File: config.mk
export PLATFORM = sky130hd
export DESIGN_NAME = rv_decoder_top
export DESIGN_NICKNAME = d
export VERILOG_FILES = /design/src/rtl/rv_decode_pkg.sv /design/src/rtl/ins_fields_if.sv /design/src/rtl/rv_alu_decode.sv /design/src/rtl/rv_system_decode.sv /design/src/rtl/rv_major_decode.sv /design/src/rtl/rv_imm_gen.sv /design/src/rtl/rv_decoder_top.sv
export SDC_FILE = /design/constraint.sdc
export NUM_CORES = 1
export LEC_CHECK = 0
export ABC_AREA = 1
export ABC_CLOCK_PERIOD_IN_PS = 2380
export BUFFER_PORTS_ARGS = -buffer_cell sky130_fd_sc_hd__buf_2
export CORE_MARGIN = 3
export CORE_UTILIZATION = 50
export DETAILED_ROUTE_END_ITERATION = 7
export GPL_ROUTABILITY_DRIVEN = 1
export PLACE_DENSITY = 0.79
export SLEW_MARGIN = 15
export SYNTH_ARGS = -nofsm -noshare
export SYNTH_HDL_FRONTEND = slang
export SYNTH_SLANG_ARGS = --single-unit
File: constraint.sdc
create_clock -name clk_i -period 2.38 [get_ports clk_i]
set_input_delay 0.595 -clock clk_i [delete_from_list [all_inputs] [get_ports clk_i]]
set_output_delay 0.595 -clock clk_i [all_outputs]
set_load 0.02 [all_outputs]
File: src/rtl/rv_decode_pkg.sv
// RV32I decode definitions
`default_nettype none

package rv_decode_pkg;

    //----------------------------------------------------------------------
    // widths and types
    //----------------------------------------------------------------------
    localparam int XLEN = 32;

    typedef logic [XLEN-1:0] xlen_t;
    typedef logic [31:0]     ins_t;
    typedef logic [6:0]      opcode_t;
    typedef logic [2:0]      funct3_t;
    typedef logic [6:0]      funct7_t;
    typedef logic [4:0]      reg_addr_t;
    typedef logic [3:0]      aluop_t;
    typedef logic [1:0]      zone_t;
    typedef logic [2:0]      imm_type_t;

    //----------------------------------------------------------------------
    // major opcodes
    //----------------------------------------------------------------------
    localparam opcode_t OPC_LUI     = 7'b0110111;
    localparam opcode_t OPC_AUIPC   = 7'b0010111;
    localparam opcode_t OPC_JAL     = 7'b1101111;
    localparam opcode_t OPC_JALR    = 7'b1100111;
    localparam opcode_t OPC_BRANCH  = 7'b1100011;
    localparam opcode_t OPC_LOAD    = 7'b0000011;
    localparam opcode_t OPC_STORE   = 7'b0100011;
    localparam opcode_t OPC_OPIMM   = 7'b0010011;
    localparam opcode_t OPC_OP      = 7'b0110011;
    localparam opcode_t OPC_MISCMEM = 7'b0001111;
    localparam opcode_t OPC_SYSTEM  = 7'b1110011;

    // minor opcodes for OP and OP-IMM
    localparam funct3_t F3_ADDSUB = 3'b000;
    localparam funct3_t F3_SLL    = 3'b001;
    localparam funct3_t F3_SLT    = 3'b010;
    localparam funct3_t F3_SLTU   = 3'b011;
    localparam funct3_t F3_XOR    = 3'b100;
    localparam funct3_t F3_SRLSRA = 3'b101;
    localparam funct3_t F3_OR     = 3'b110;
    localparam funct3_t F3_AND    = 3'b111;

    localparam funct7_t F7_BASE = 7'b0000000;
    localparam funct7_t F7_ALT  = 7'b0100000;  // sub / sra

    //----------------------------------------------------------------------
    // ALU operations
    //----------------------------------------------------------------------
    localparam aluop_t ALUOP_ADD  = 4'd0;
    localparam aluop_t ALUOP_SUB  = 4'd1;
    localparam aluop_t ALUOP_SLL  = 4'd2;
    localparam aluop_t ALUOP_SLT  = 4'd3;
    localparam aluop_t ALUOP_SLTU = 4'd4;
    localparam aluop_t ALUOP_XOR  = 4'd5;
    localparam aluop_t ALUOP_SRL  = 4'd6;
    localparam aluop_t ALUOP_SRA  = 4'd7;
    localparam aluop_t ALUOP_OR   = 4'd8;
    localparam aluop_t ALUOP_AND  = 4'd9;
    localparam aluop_t ALUOP_MOV  = 4'd10;  // pass operand 2

    // destination zones
    localparam zone_t ZONE_NONE    = 2'd0;
    localparam zone_t ZONE_REGFILE = 2'd1;
    localparam zone_t ZONE_LOADQ   = 2'd2;
    localparam zone_t ZONE_STOREQ  = 2'd3;

    // immediate formats, code 2 unused
    localparam imm_type_t IMM_R        = 3'd0;
    localparam imm_type_t IMM_I        = 3'd1;
    localparam imm_type_t IMM_S        = 3'd3;
    localparam imm_type_t IMM_SB       = 3'd4;
    localparam imm_type_t IMM_U        = 3'd5;
    localparam imm_type_t IMM_UJ       = 3'd6;
    localparam imm_type_t IMM_MISC_MEM = 3'd7;

endpackage

`default_nettype wire

File: src/rtl/ins_fields_if.sv
// Instruction field bundle
`timescale 1ns/10ps
`default_nettype none

interface ins_fields_if;
    import rv_decode_pkg::*;

    opcode_t   opcode;
    funct3_t   funct3;
    funct7_t   funct7;
    reg_addr_t rd;
    reg_addr_t rs1;
    ins_t      ins;      // whole word, for immediates and system

    // slicing side
    modport src (output opcode, funct3, funct7, rd, rs1, ins);

    // decoder side
    modport dec (input opcode, funct3, funct7, rd, rs1, ins);

endinterface

`default_nettype wire

File: src/rtl/rv_alu_decode.sv
// ALU operation decode
`timescale 1ns/10ps
`default_nettype none

module rv_alu_decode (
    ins_fields_if.dec              fields,
    input  wire                    reg_form_i,      // OP, else OP-IMM
    output rv_decode_pkg::aluop_t  aluop_o,
    output logic                   selcmps2_imm_o,
    output logic                   illegal_o
);
    import rv_decode_pkg::*;

    logic f7_base;
    logic f7_alt;

    assign f7_base = (fields.funct7 == F7_BASE);
    assign f7_alt  = (fields.funct7 == F7_ALT);

    always_comb begin
        aluop_o        = ALUOP_ADD;
        selcmps2_imm_o = 1'b0;
        illegal_o      = 1'b0;

        case (fields.funct3)
            F3_ADDSUB: begin
                if (reg_form_i && f7_alt) begin
                    aluop_o = ALUOP_SUB;
                end
            end
            F3_SLL:  aluop_o = ALUOP_SLL;
            F3_SLT: begin
                aluop_o        = ALUOP_SLT;
                selcmps2_imm_o = !reg_form_i;
            end
            F3_SLTU: begin
                aluop_o        = ALUOP_SLTU;
                selcmps2_imm_o = !reg_form_i;
            end
            F3_XOR:  aluop_o = ALUOP_XOR;
            F3_SRLSRA: begin
                aluop_o = f7_alt ? ALUOP_SRA : ALUOP_SRL;
            end
            F3_OR:   aluop_o = ALUOP_OR;
            default: aluop_o = ALUOP_AND;
        endcase

        // funct7 legality
        if (reg_form_i) begin
            if (!f7_base && !(f7_alt && (fields.funct3 == F3_ADDSUB ||
                                         fields.funct3 == F3_SRLSRA))) begin
                illegal_o = 1'b1;
            end
        end else if (fields.funct3 == F3_SLL) begin
            illegal_o = !f7_base;               // shamt[5] must be clear
        end else if (fields.funct3 == F3_SRLSRA) begin
            illegal_o = !(f7_base || f7_alt);
        end
    end

endmodule

`default_nettype wire

File: src/rtl/rv_system_decode.sv
// Privileged SYSTEM decode
`timescale 1ns/10ps
`default_nettype none

module rv_system_decode (
    ins_fields_if.dec fields,
    output logic      ecall_o,
    output logic      trap_rtn_o,
    output logic      wfi_o,
    output logic      illegal_o
);

    logic        priv_form;
    logic [11:0] funct12;

    // CSR forms and stray register fields are rejected
    assign priv_form = (fields.funct3 == 3'b000) && (fields.rd == 5'd0) &&
                       (fields.rs1 == 5'd0);
    assign funct12   = fields.ins[31:20];

    always_comb begin
        ecall_o    = 1'b0;
        trap_rtn_o = 1'b0;
        wfi_o      = 1'b0;
        illegal_o  = 1'b0;

        if (!priv_form) begin
            illegal_o = 1'b1;
        end else if (funct12 == 12'h000) begin
            ecall_o = 1'b1;
        end else if (funct12 == 12'h001) begin
            illegal_o = 1'b0;                   // ebreak, no strobe
        end else if (funct12[11:10] == 2'b00 && funct12[7:0] == 8'h02) begin
            trap_rtn_o = 1'b1;                  // uret / sret / mret
        end else if (funct12 == 12'h105) begin
            wfi_o = 1'b1;
        end else begin
            illegal_o = 1'b1;
        end
    end

endmodule

`default_nettype wire

File: src/rtl/rv_major_decode.sv
// Major opcode decode
`timescale 1ns/10ps
`default_nettype none

module rv_major_decode (
    ins_fields_if.dec                 fields,
    output logic                      illegal_o,
    output logic                      fencei_o,
    output logic                      wfi_o,
    output logic                      jump_o,
    output logic                      ecall_o,
    output logic                      trap_rtn_o,
    output logic                      regd_tgt_o,
    output logic                      regs1_rd_o,
    output logic                      regs2_rd_o,
    output logic                      link_o,
    output logic                      sels1_pc_o,
    output logic                      sels2_imm_o,
    output logic                      selcmps2_imm_o,
    output logic                      conditional_o,
    output rv_decode_pkg::zone_t      zone_o,
    output rv_decode_pkg::aluop_t     aluop_o,
    output rv_decode_pkg::imm_type_t  imm_type_o
);
    import rv_decode_pkg::*;

    aluop_t alu_aluop;
    logic   alu_selcmps2_imm;
    logic   alu_illegal;
    logic   sys_ecall;
    logic   sys_trap_rtn;
    logic   sys_wfi;
    logic   sys_illegal;

    rv_alu_decode u_alu (
        .fields         (fields),
        .reg_form_i     (fields.opcode == OPC_OP),
        .aluop_o        (alu_aluop),
        .selcmps2_imm_o (alu_selcmps2_imm),
        .illegal_o      (alu_illegal)
    );

    rv_system_decode u_sys (
        .fields     (fields),
        .ecall_o    (sys_ecall),
        .trap_rtn_o (sys_trap_rtn),
        .wfi_o      (sys_wfi),
        .illegal_o  (sys_illegal)
    );

    always_comb begin
        illegal_o      = 1'b0;
        fencei_o       = 1'b0;
        wfi_o          = 1'b0;
        jump_o         = 1'b0;
        ecall_o        = 1'b0;
        trap_rtn_o     = 1'b0;
        regd_tgt_o     = 1'b0;
        regs1_rd_o     = 1'b0;
        regs2_rd_o     = 1'b0;
        link_o         = 1'b0;
        sels1_pc_o     = 1'b0;
        sels2_imm_o    = 1'b0;
        selcmps2_imm_o = 1'b0;
        conditional_o  = 1'b0;
        zone_o         = ZONE_NONE;
        aluop_o        = ALUOP_ADD;
        imm_type_o     = IMM_R;

        case (fields.opcode)
            OPC_LUI, OPC_AUIPC: begin
                imm_type_o  = IMM_U;
                zone_o      = ZONE_REGFILE;
                regd_tgt_o  = 1'b1;
                sels2_imm_o = 1'b1;
                if (fields.opcode == OPC_LUI) begin
                    aluop_o = ALUOP_MOV;
                end else begin
                    sels1_pc_o = 1'b1;          // pc + imm
                end
            end
            OPC_JAL, OPC_JALR: begin
                jump_o      = 1'b1;
                zone_o      = ZONE_REGFILE;
                regd_tgt_o  = 1'b1;
                link_o      = 1'b1;
                sels2_imm_o = 1'b1;
                if (fields.opcode == OPC_JAL) begin
                    imm_type_o = IMM_UJ;
                    sels1_pc_o = 1'b1;
                end else begin
                    imm_type_o = IMM_I;
                    regs1_rd_o = 1'b1;
                    illegal_o  = (fields.funct3 != 3'b000);
                end
            end
            OPC_BRANCH: begin
                imm_type_o    = IMM_SB;
                jump_o        = 1'b1;
                regs1_rd_o    = 1'b1;
                regs2_rd_o    = 1'b1;
                sels1_pc_o    = 1'b1;
                sels2_imm_o   = 1'b1;
                conditional_o = 1'b1;
                illegal_o     = (fields.funct3 == 3'b010) || (fields.funct3 == 3'b011);
            end
            OPC_LOAD: begin
                imm_type_o  = IMM_I;
                zone_o      = ZONE_LOADQ;
                regd_tgt_o  = 1'b1;
                regs1_rd_o  = 1'b1;
                sels2_imm_o = 1'b1;
                illegal_o   = (fields.funct3 == 3'b011) || (fields.funct3[2:1] == 2'b11);
            end
            OPC_STORE: begin
                imm_type_o  = IMM_S;
                zone_o      = ZONE_STOREQ;
                regs1_rd_o  = 1'b1;
                regs2_rd_o  = 1'b1;
                sels2_imm_o = 1'b1;
                illegal_o   = (fields.funct3 >= 3'b011);
            end
            OPC_OPIMM, OPC_OP: begin
                zone_o         = ZONE_REGFILE;
                regd_tgt_o     = 1'b1;
                regs1_rd_o     = 1'b1;
                aluop_o        = alu_aluop;
                selcmps2_imm_o = alu_selcmps2_imm;
                illegal_o      = alu_illegal;
                if (fields.opcode == OPC_OP) begin
                    regs2_rd_o = 1'b1;
                end else begin
                    imm_type_o  = IMM_I;
                    sels2_imm_o = 1'b1;
                end
            end
            OPC_MISCMEM: begin
                imm_type_o = IMM_MISC_MEM;
                fencei_o   = (fields.funct3 == 3'b001);   // plain fence is a no-op
            end
            OPC_SYSTEM: begin
                ecall_o    = sys_ecall;
                trap_rtn_o = sys_trap_rtn;
                wfi_o      = sys_wfi;
                illegal_o  = sys_illegal;
            end
            default: illegal_o = 1'b1;
        endcase
    end

endmodule

`default_nettype wire

File: src/rtl/rv_imm_gen.sv
// Immediate generator
`timescale 1ns/10ps
`default_nettype none

module rv_imm_gen (
    ins_fields_if.dec                fields,
    input  rv_decode_pkg::imm_type_t imm_type_i,
    output rv_decode_pkg::xlen_t     imm_o
);
    import rv_decode_pkg::*;

    ins_t  ins;
    xlen_t sign;

    assign ins  = fields.ins;
    assign sign = {XLEN{ins[31]}};

    always_comb begin
        case (imm_type_i)
            IMM_I:   imm_o = {sign[XLEN-1:11], ins[30:20]};
            IMM_S:   imm_o = {sign[XLEN-1:11], ins[30:25], ins[11:7]};
            IMM_SB:  imm_o = {sign[XLEN-1:12], ins[7], ins[30:25], ins[11:8], 1'b0};
            IMM_U:   imm_o = {ins[31:12], 12'b0};
            IMM_UJ:  imm_o = {sign[XLEN-1:20], ins[19:12], ins[20], ins[30:21], 1'b0};
            default: imm_o = '0;               // R form and misc-mem carry none
        endcase
    end

endmodule

`default_nettype wire

File: src/rtl/rv_decoder_top.sv
// Registered RV32I decode stage
`timescale 1ns/10ps
`default_nettype none

module rv_decoder_top (
    input  wire                       clk_i,
    input  wire                       rst_n_i,
    input  wire                       ins_valid_i,
    input  wire rv_decode_pkg::ins_t  ins_i,
    output logic                      dec_valid_o,
    output logic                      ins_err_o,
    output logic                      fencei_o,
    output logic                      wfi_o,
    output logic                      jump_o,
    output logic                      ecall_o,
    output logic                      trap_rtn_o,
    output logic                      regd_tgt_o,
    output logic                      regs1_rd_o,
    output logic                      regs2_rd_o,
    output logic                      link_o,
    output logic                      sels1_pc_o,
    output logic                      sels2_imm_o,
    output logic                      selcmps2_imm_o,
    output logic                      conditional_o,
    output rv_decode_pkg::zone_t      zone_o,
    output rv_decode_pkg::reg_addr_t  regd_addr_o,
    output rv_decode_pkg::reg_addr_t  regs1_addr_o,
    output rv_decode_pkg::reg_addr_t  regs2_addr_o,
    output rv_decode_pkg::xlen_t      imm_o,
    output rv_decode_pkg::aluop_t     aluop_o,
    output rv_decode_pkg::funct3_t    funct3_o
);
    import rv_decode_pkg::*;

    localparam int NSTB = 11;

    ins_fields_if u_fields ();

    logic [NSTB-1:0] d_stb;      // err fencei wfi jump ecall trap_rtn tgt rs1 rs2 link cond
    logic            d_sels1_pc;
    logic            d_sels2_imm;
    logic            d_selcmps2_imm;
    zone_t           d_zone;
    aluop_t          d_aluop;
    imm_type_t       d_imm_type;
    xlen_t           d_imm;

    //----------------------------------------------------------------------
    // field slicing
    //----------------------------------------------------------------------
    assign u_fields.opcode = ins_i[6:0];
    assign u_fields.funct3 = ins_i[14:12];
    assign u_fields.funct7 = ins_i[31:25];
    assign u_fields.rd     = ins_i[11:7];
    assign u_fields.rs1    = ins_i[19:15];
    assign u_fields.ins    = ins_i;

    rv_major_decode u_major (
        .fields         (u_fields.dec),
        .illegal_o      (d_stb[10]),
        .fencei_o       (d_stb[9]),
        .wfi_o          (d_stb[8]),
        .jump_o         (d_stb[7]),
        .ecall_o        (d_stb[6]),
        .trap_rtn_o     (d_stb[5]),
        .regd_tgt_o     (d_stb[4]),
        .regs1_rd_o     (d_stb[3]),
        .regs2_rd_o     (d_stb[2]),
        .link_o         (d_stb[1]),
        .sels1_pc_o     (d_sels1_pc),
        .sels2_imm_o    (d_sels2_imm),
        .selcmps2_imm_o (d_selcmps2_imm),
        .conditional_o  (d_stb[0]),
        .zone_o         (d_zone),
        .aluop_o        (d_aluop),
        .imm_type_o     (d_imm_type)
    );

    rv_imm_gen u_imm (
        .fields     (u_fields.dec),
        .imm_type_i (d_imm_type),
        .imm_o      (d_imm)
    );

    //----------------------------------------------------------------------
    // output register
    //----------------------------------------------------------------------
    always_ff @(posedge clk_i) begin
        if (!rst_n_i) begin
            dec_valid_o <= 1'b0;
            zone_o      <= ZONE_NONE;
            {ins_err_o, fencei_o, wfi_o, jump_o, ecall_o, trap_rtn_o, regd_tgt_o,
             regs1_rd_o, regs2_rd_o, link_o, conditional_o} <= '0;
        end else begin
            dec_valid_o <= ins_valid_i;
            zone_o      <= ins_valid_i ? d_zone : ZONE_NONE;
            {ins_err_o, fencei_o, wfi_o, jump_o, ecall_o, trap_rtn_o, regd_tgt_o,
             regs1_rd_o, regs2_rd_o, link_o, conditional_o} <= ins_valid_i ? d_stb : '0;
        end
    end

    // payload holds across idle cycles
    always_ff @(posedge clk_i) begin
        if (ins_valid_i) begin
            regd_addr_o    <= ins_i[11:7];
            regs1_addr_o   <= ins_i[19:15];
            regs2_addr_o   <= ins_i[24:20];
            funct3_o       <= ins_i[14:12];
            imm_o          <= d_imm;
            aluop_o        <= d_aluop;
            sels1_pc_o     <= d_sels1_pc;
            sels2_imm_o    <= d_sels2_imm;
            selcmps2_imm_o <= d_selcmps2_imm;
        end
    end

endmodule

`default_nettype wire

======== Word-level counts from Yosys, hierarchy flattened ========
Cells that the tools add are included.
word-level totals
  flip-flop bits (word level) ............. 71
  bits of input ports ..................... 35
  output and inout bits ................... 71
  logic and storage cells ................. 129
cells by class
  order comparisons ....................... 1
  equality and inequality tests ........... 27
  muxes and demuxes ....................... 37
  bitwise logic cells ..................... 4
  reduce and logical (&&, ||, !) cells .... 38
operator list
  kind                                                              number
  32-bit one-hot mux with 5 select lines                            1
  7-bit by 6-bit == test with 1-bit output, second input constant   4
  7-bit == test, second input constant                              4
  4-bit one-hot mux with 7 select lines                             1
  1-bit 2-to-1 mux                                                  25
  3-bit one-hot mux with 7 select lines                             1
  7-bit OR reduction                                                3
  3-bit == test, second input constant                              6
  7-bit by 5-bit == test with 1-bit output, second input constant   2
  12-bit by 1-bit == test with 1-bit output, second input constant  1
  12-bit by 9-bit == test with 1-bit output, second input constant  1
  12-bit logical NOT                                                1
  6-bit OR reduction                                                2
  5-bit logical NOT                                                 2
  2-bit OR reduction                                                5
  3-bit by 2-bit == test with 1-bit output, second input constant   3
  8-bit by 2-bit == test with 1-bit output, second input constant   1
  4-bit one-hot mux with 2 select lines                             1
  7-bit by 2-bit == test with 1-bit output, second input constant   1
  7-bit by 4-bit == test with 1-bit output, second input constant   1
  7-bit logical NOT                                                 1
  1-bit one-hot mux with 7 select lines                             1
  3-bit by 1-bit == test with 1-bit output, second input constant   2
  1-bit logical AND                                                 6
  other kinds (18)                                                  31

======== Longest topological paths before layout ========
  word-level depth ........................ 8
  gate-level depth with buffers ........... 12
  gate-level depth less buffers ........... 10

======== Modules after synthesis ========
From an unflattened synthesis, not the netlist that was laid out.
second synthesis, totals
  cell total of the unflattened synthesis .. 373
  area total of the unflattened synthesis .. 3388.2 µm²
by module, submodules not included
  module            times used  cells each  area an instance (µm²)  sequential area each (µm²)
  rv_decoder_top    1           100         2138.3                  1991.9
  rv_major_decode   1           100         449.2                   0.0
  rv_imm_gen        1           85          425.4                   0.0
  rv_system_decode  1           52          216.5                   0.0
  rv_alu_decode     1           36          158.9                   0.0

======== Worst setup path before layout ========
Ideal clock, no wire load.
  kind .................................... input to register
  start point ............................. in ins_i[1]
  end point ............................... reg imm_o[20], data pin
  library setup time ...................... 259 ps
  arrival ................................. 1619 ps
  required time ........................... 2121 ps
  slack ................................... 502 ps
  stages .................................. 11
  path buffers ............................ 1
  cell sequence ........................... nand2_1 -> inv_2 -> nand2_2 -> nor2_1 -> nand2_1 -> nand4_2 -> nand2_4 -> nand2_2 -> nand2_2 -> buf_6 -> o21ai_2
between the ends
  cells in the longest elaborated chain, start to end .. 5
  elaborated cells on any way between the ends .. 22
  those cells by class .................... eq/ne: 15; mux: 4; reduce/logical: 3
ends and longest elaborated chain
  what                                                              line                                           source
  start: declaration                                                rv_decoder_top.sv:9                            input wire rv_decode_pkg::ins_t ins_i,
  7-bit by 6-bit == test with 1-bit output (tied with other cells)  rv_major_decode.sv:70, rv_major_decode.sv:130
  1-bit 2-to-1 mux (tied with other cells)                          rv_major_decode.sv:130                         if (fields.opcode == OPC_OP) begin
  3-bit one-hot mux with 7 select lines (*)                         rv_major_decode.sv:70                          case (fields.opcode)
  3-bit == test (tied with other cells)                             rv_imm_gen.sv:19                               case (imm_type_i)
  32-bit one-hot mux with 5 select lines (*)                        rv_imm_gen.sv:19
  net d_imm[20]                                                     rv_decoder_top.sv:46                           xlen_t d_imm;
  end signal: assignment                                            rv_decoder_top.sv:109                          imm_o <= d_imm;
  end: declaration                                                  rv_decoder_top.sv:29                           output rv_decode_pkg::xlen_t imm_o,
Mark *: on every way through the listed nets, which the timed path passes. The rest lies on a longest branch.
A chain may end at the register's enable or synchronous reset.

======== Worst setup path in the final report ========
  start point ............................. in ins_i[1]
  end point ............................... reg imm_o[26], data pin
Same word-level chain as after synthesis.

==> results by group <==
Hold path
  – Worst min path class: in -> reg

GRT
  – Vias in the first global route: 2,436
  – Total gr overflow: 0
  – Initial antenna violation count: 0
  – First-pass GRT wire length: 11.8 mm
  – Largest net degree at the start of global routing: 57
  – Total track usage: 20.9%

Floorplanning
  – Die ar.: 7170 um^2
  – Die width: 84.7 um
  – DIE HEIGHT: 84.7 um
  – Core area: 5960 um^2
  – Num rows: 28
  – I/O Pins: 106
  – Initial Util: 51.9%

Placement
  – DP Worst Slack: 0.139 ns
  – GPL Wtd Cong: 0.933
  – Hpwl dp: 5.56 mm
  – Port-buffer cells: 105

Power
  – Power Dens Cells: 679 nW/um^2
  – Leak pwr: 1.78 nW
  – Worst VDD drop: 0.403 mV

Routing
  – DRT Pass-1 Iters: 4
  – ANT nets after route: 0
  – DR iter-0 viols: 196
  – Vias per inst: 5.31
  – DR DRC count: 0
  – Via count: 2,623
  – Drt wl/cell: 15.0 um
  – Final wirelength: 7.41 mm

CTS
  – Clk buf depth: 2
  – CTS tree: built
  – Clk root buf: clkbuf_8
  – Clock sinks: 71
  – Max H-tree Level: 3
  – Resize count post-CTS: 0
  – Num CTS Buffers: 9
  – Setup Fix Bufs, Post-CTS: 0
  – Reg clk slew, reported paths: 0.07 ns
  – Hold_buf cts: 0

Synth
  – Distinct cells, synth: 30
  – Leading area contributor after synthesis: edfxtp_1
  – Top post-synthesis cells by area: edfxtp_1, dfxtp_1, nand2_1, nand3_1, nor2_1
  – Avg Synthesized Cell Area: 10.4 um^2
  – Cells after synthesis: 298
  – Share of the synthesized area in the top cell type: 55.3%
  – Seq cells post-synth: 71
  – Synth Area in Compound Gates: 7.24%
  – Fraction of synthesized cell area in xor and xnor cells: 0%
  – Post-synth EDFFs: 57
  – Mux contribution to synthesized area: 0%
  – Synth Flop Type: edfxtp_1
  – Synth Area in Adders: 0%
  – Post-synthesis async set-or-reset flop share: 0%
  – Post-Synth Simple-Gate Area: 23.8%
  – Main combinational cell family by area after synthesis: simple AND/OR/NAND/NOR gates
  – Seq/Total Area, Yosys: 64.4%
  – Cell Area, Synth: 3090 um^2
  – Synthesis Warnings: 0
  – Synth Net Count: 333

STA
  – Unrepaired setup endpoints after global routing: no
  – Final Cycle Share: 80.0%
  – Fmax: 525 MHz
  – Fin. max-slew vios: 0
  – Total Neg Setup Slack: 0 ns
  – Setup Viol. Count Final: 0
  – Slack of the critical path: 0.475 ns
  – Tightest Pin Transition: 0.442 ns
  – Minimum clock period: 1.90 ns
  – Slew Limit Headroom: 70.3%
  – Final Hold Viols: 0

Setup path
  – Critical Path End Type: register
  – Max incr delay on CP: 0.24 ns
  – Slowest stage cell on the critical path: nand2_2
  – Cells along the critical path: buf_2 -> nand2_1 -> inv_2 -> nand2_2 -> nor2_1 -> nand2_1 -> nand4_2 -> nand2_4 -> nand2_2 -> nand2_2 -> o21ai_0
  – Crit path DAT: 1.98 ns
  – Worst-path fanout max: 11
  – Worst path most repeated cell: nand2_2
  – Crit Path Class: in -> reg
  – Crit start category: input port
  – CP required: 2.45 ns

Cells and area
  – Fin nets: 449
  – Area delta synth->final: 26.7%
  – N_diodes: 0
  – Final Util: 65.8%
  – Layout cell share with drive strength beyond 1: 36.3%

Run
  – Max-cap viol count: 0

Outcome
  – Status: completed
kinds of logic (layout without fill, tap and decap cells):
group,count (synthesis),in the layout
and+or+nand+nor,159,159
DFF,71,71
AOI/OAI and AO/OA,34,34
buffers and inverters,34,155
power by group:
part | internal [mW] | leakage (nW) | switching (mW) | total, mW
Clock | 0.475 | 0.0921 | 0.425 | 0.899
Combinational | 0.0968 | 1.03 | 0.233 | 0.330
Sequential | 1.41 | 0.660 | 0.0171 | 1.43
cells in the final DEF (no fill, tap or decap), types with 3 or more instances in the layout:
master and n:
o21ai_0 6, dfxtp_1 14, inv_2 4, nand2_1 66, a31oi_1 3, o21ai_2 9, a21oi_1 11, nor2_4 3
clkinv_1 3, inv_1 25, buf_4 4, nand3_1 35, nand2_2 6, clkbuf_8 9, edfxtp_1 57, nor2_1 33
nor3_1 7, buf_2 105
worst paths after layout:
path      start               to  slack [ns]  depth (start not counted)
max    ins_i[1]        imm_o[26]        0.48                         11
min   ins_i[18]  regs1_addr_o[3]        0.46                          1
through the flow:
step	hold slack [ns]	cell area, um^2	total power [mW]	std cells
floorplan	0.672	3090	1.64	298
global placement	0.802	3730	1.78	478
detailed placement	0.803	3730	1.79	478
CTS	0.449	3920	2.68	494
global route	0.449	3920	2.77	494
finish	0.462	3920	2.66	494
registers in the layout (all words and copies together), names as in the netlist:
register	cells
aluop_o	4
fencei_o	1
wfi_o	1
link_o	1
jump_o	1
regs1_addr_o	5
sels2_imm_o	1
ecall_o	1
sels1_pc_o	1
regs2_rd_o	1
conditional_o	1
selcmps2_imm_o	1
regs2_addr_o	5
zone_o	2
regd_addr_o	5
regs1_rd_o	1
imm_o	32
regd_tgt_o	1
ins_err_o	1
dec_valid_o	1
funct3_o	3
trap_rtn_o	1
area by class of cell:
class,count,area [um^2]
fill,489,2040
sequential,71,1990
multi-input combinational,193,961
timing repair buffer,110,576
clock buffer,9,124
inverter,29,109
tap,75,93.8
clock inverter,7,62.6
cell usage after synthesis, drive strengths merged, types with 2 or more instances:
master	n
a21oi	11
a31oi	3
buf	2
clkbuf	3
dfxtp	14
edfxtp	57
inv	29
nand2	74
nand3	37
nand4	2
nor2	37
nor3	8
o21ai	15
worst max-delay path, delay by kind of cell:
| kind | cells | cell delay [ns] |
|---|---|---|
| AND/OR/NAND/NOR | 8 | 1.07 |
| AO/OA/AOI/OAI | 1 | 0.14 |
| buffers and inverters | 2 | 0.17 |
routing by layer:
metal	up-vias	track usage, %	part of all wire [%]
met5	-	0	0
met4	0	7.34	2.0
met3	12	5.30	8.3
met2	143	33.5	49
met1	1209	27.9	41
li1	1259	-	-
(Power assumes the default switching activity.)
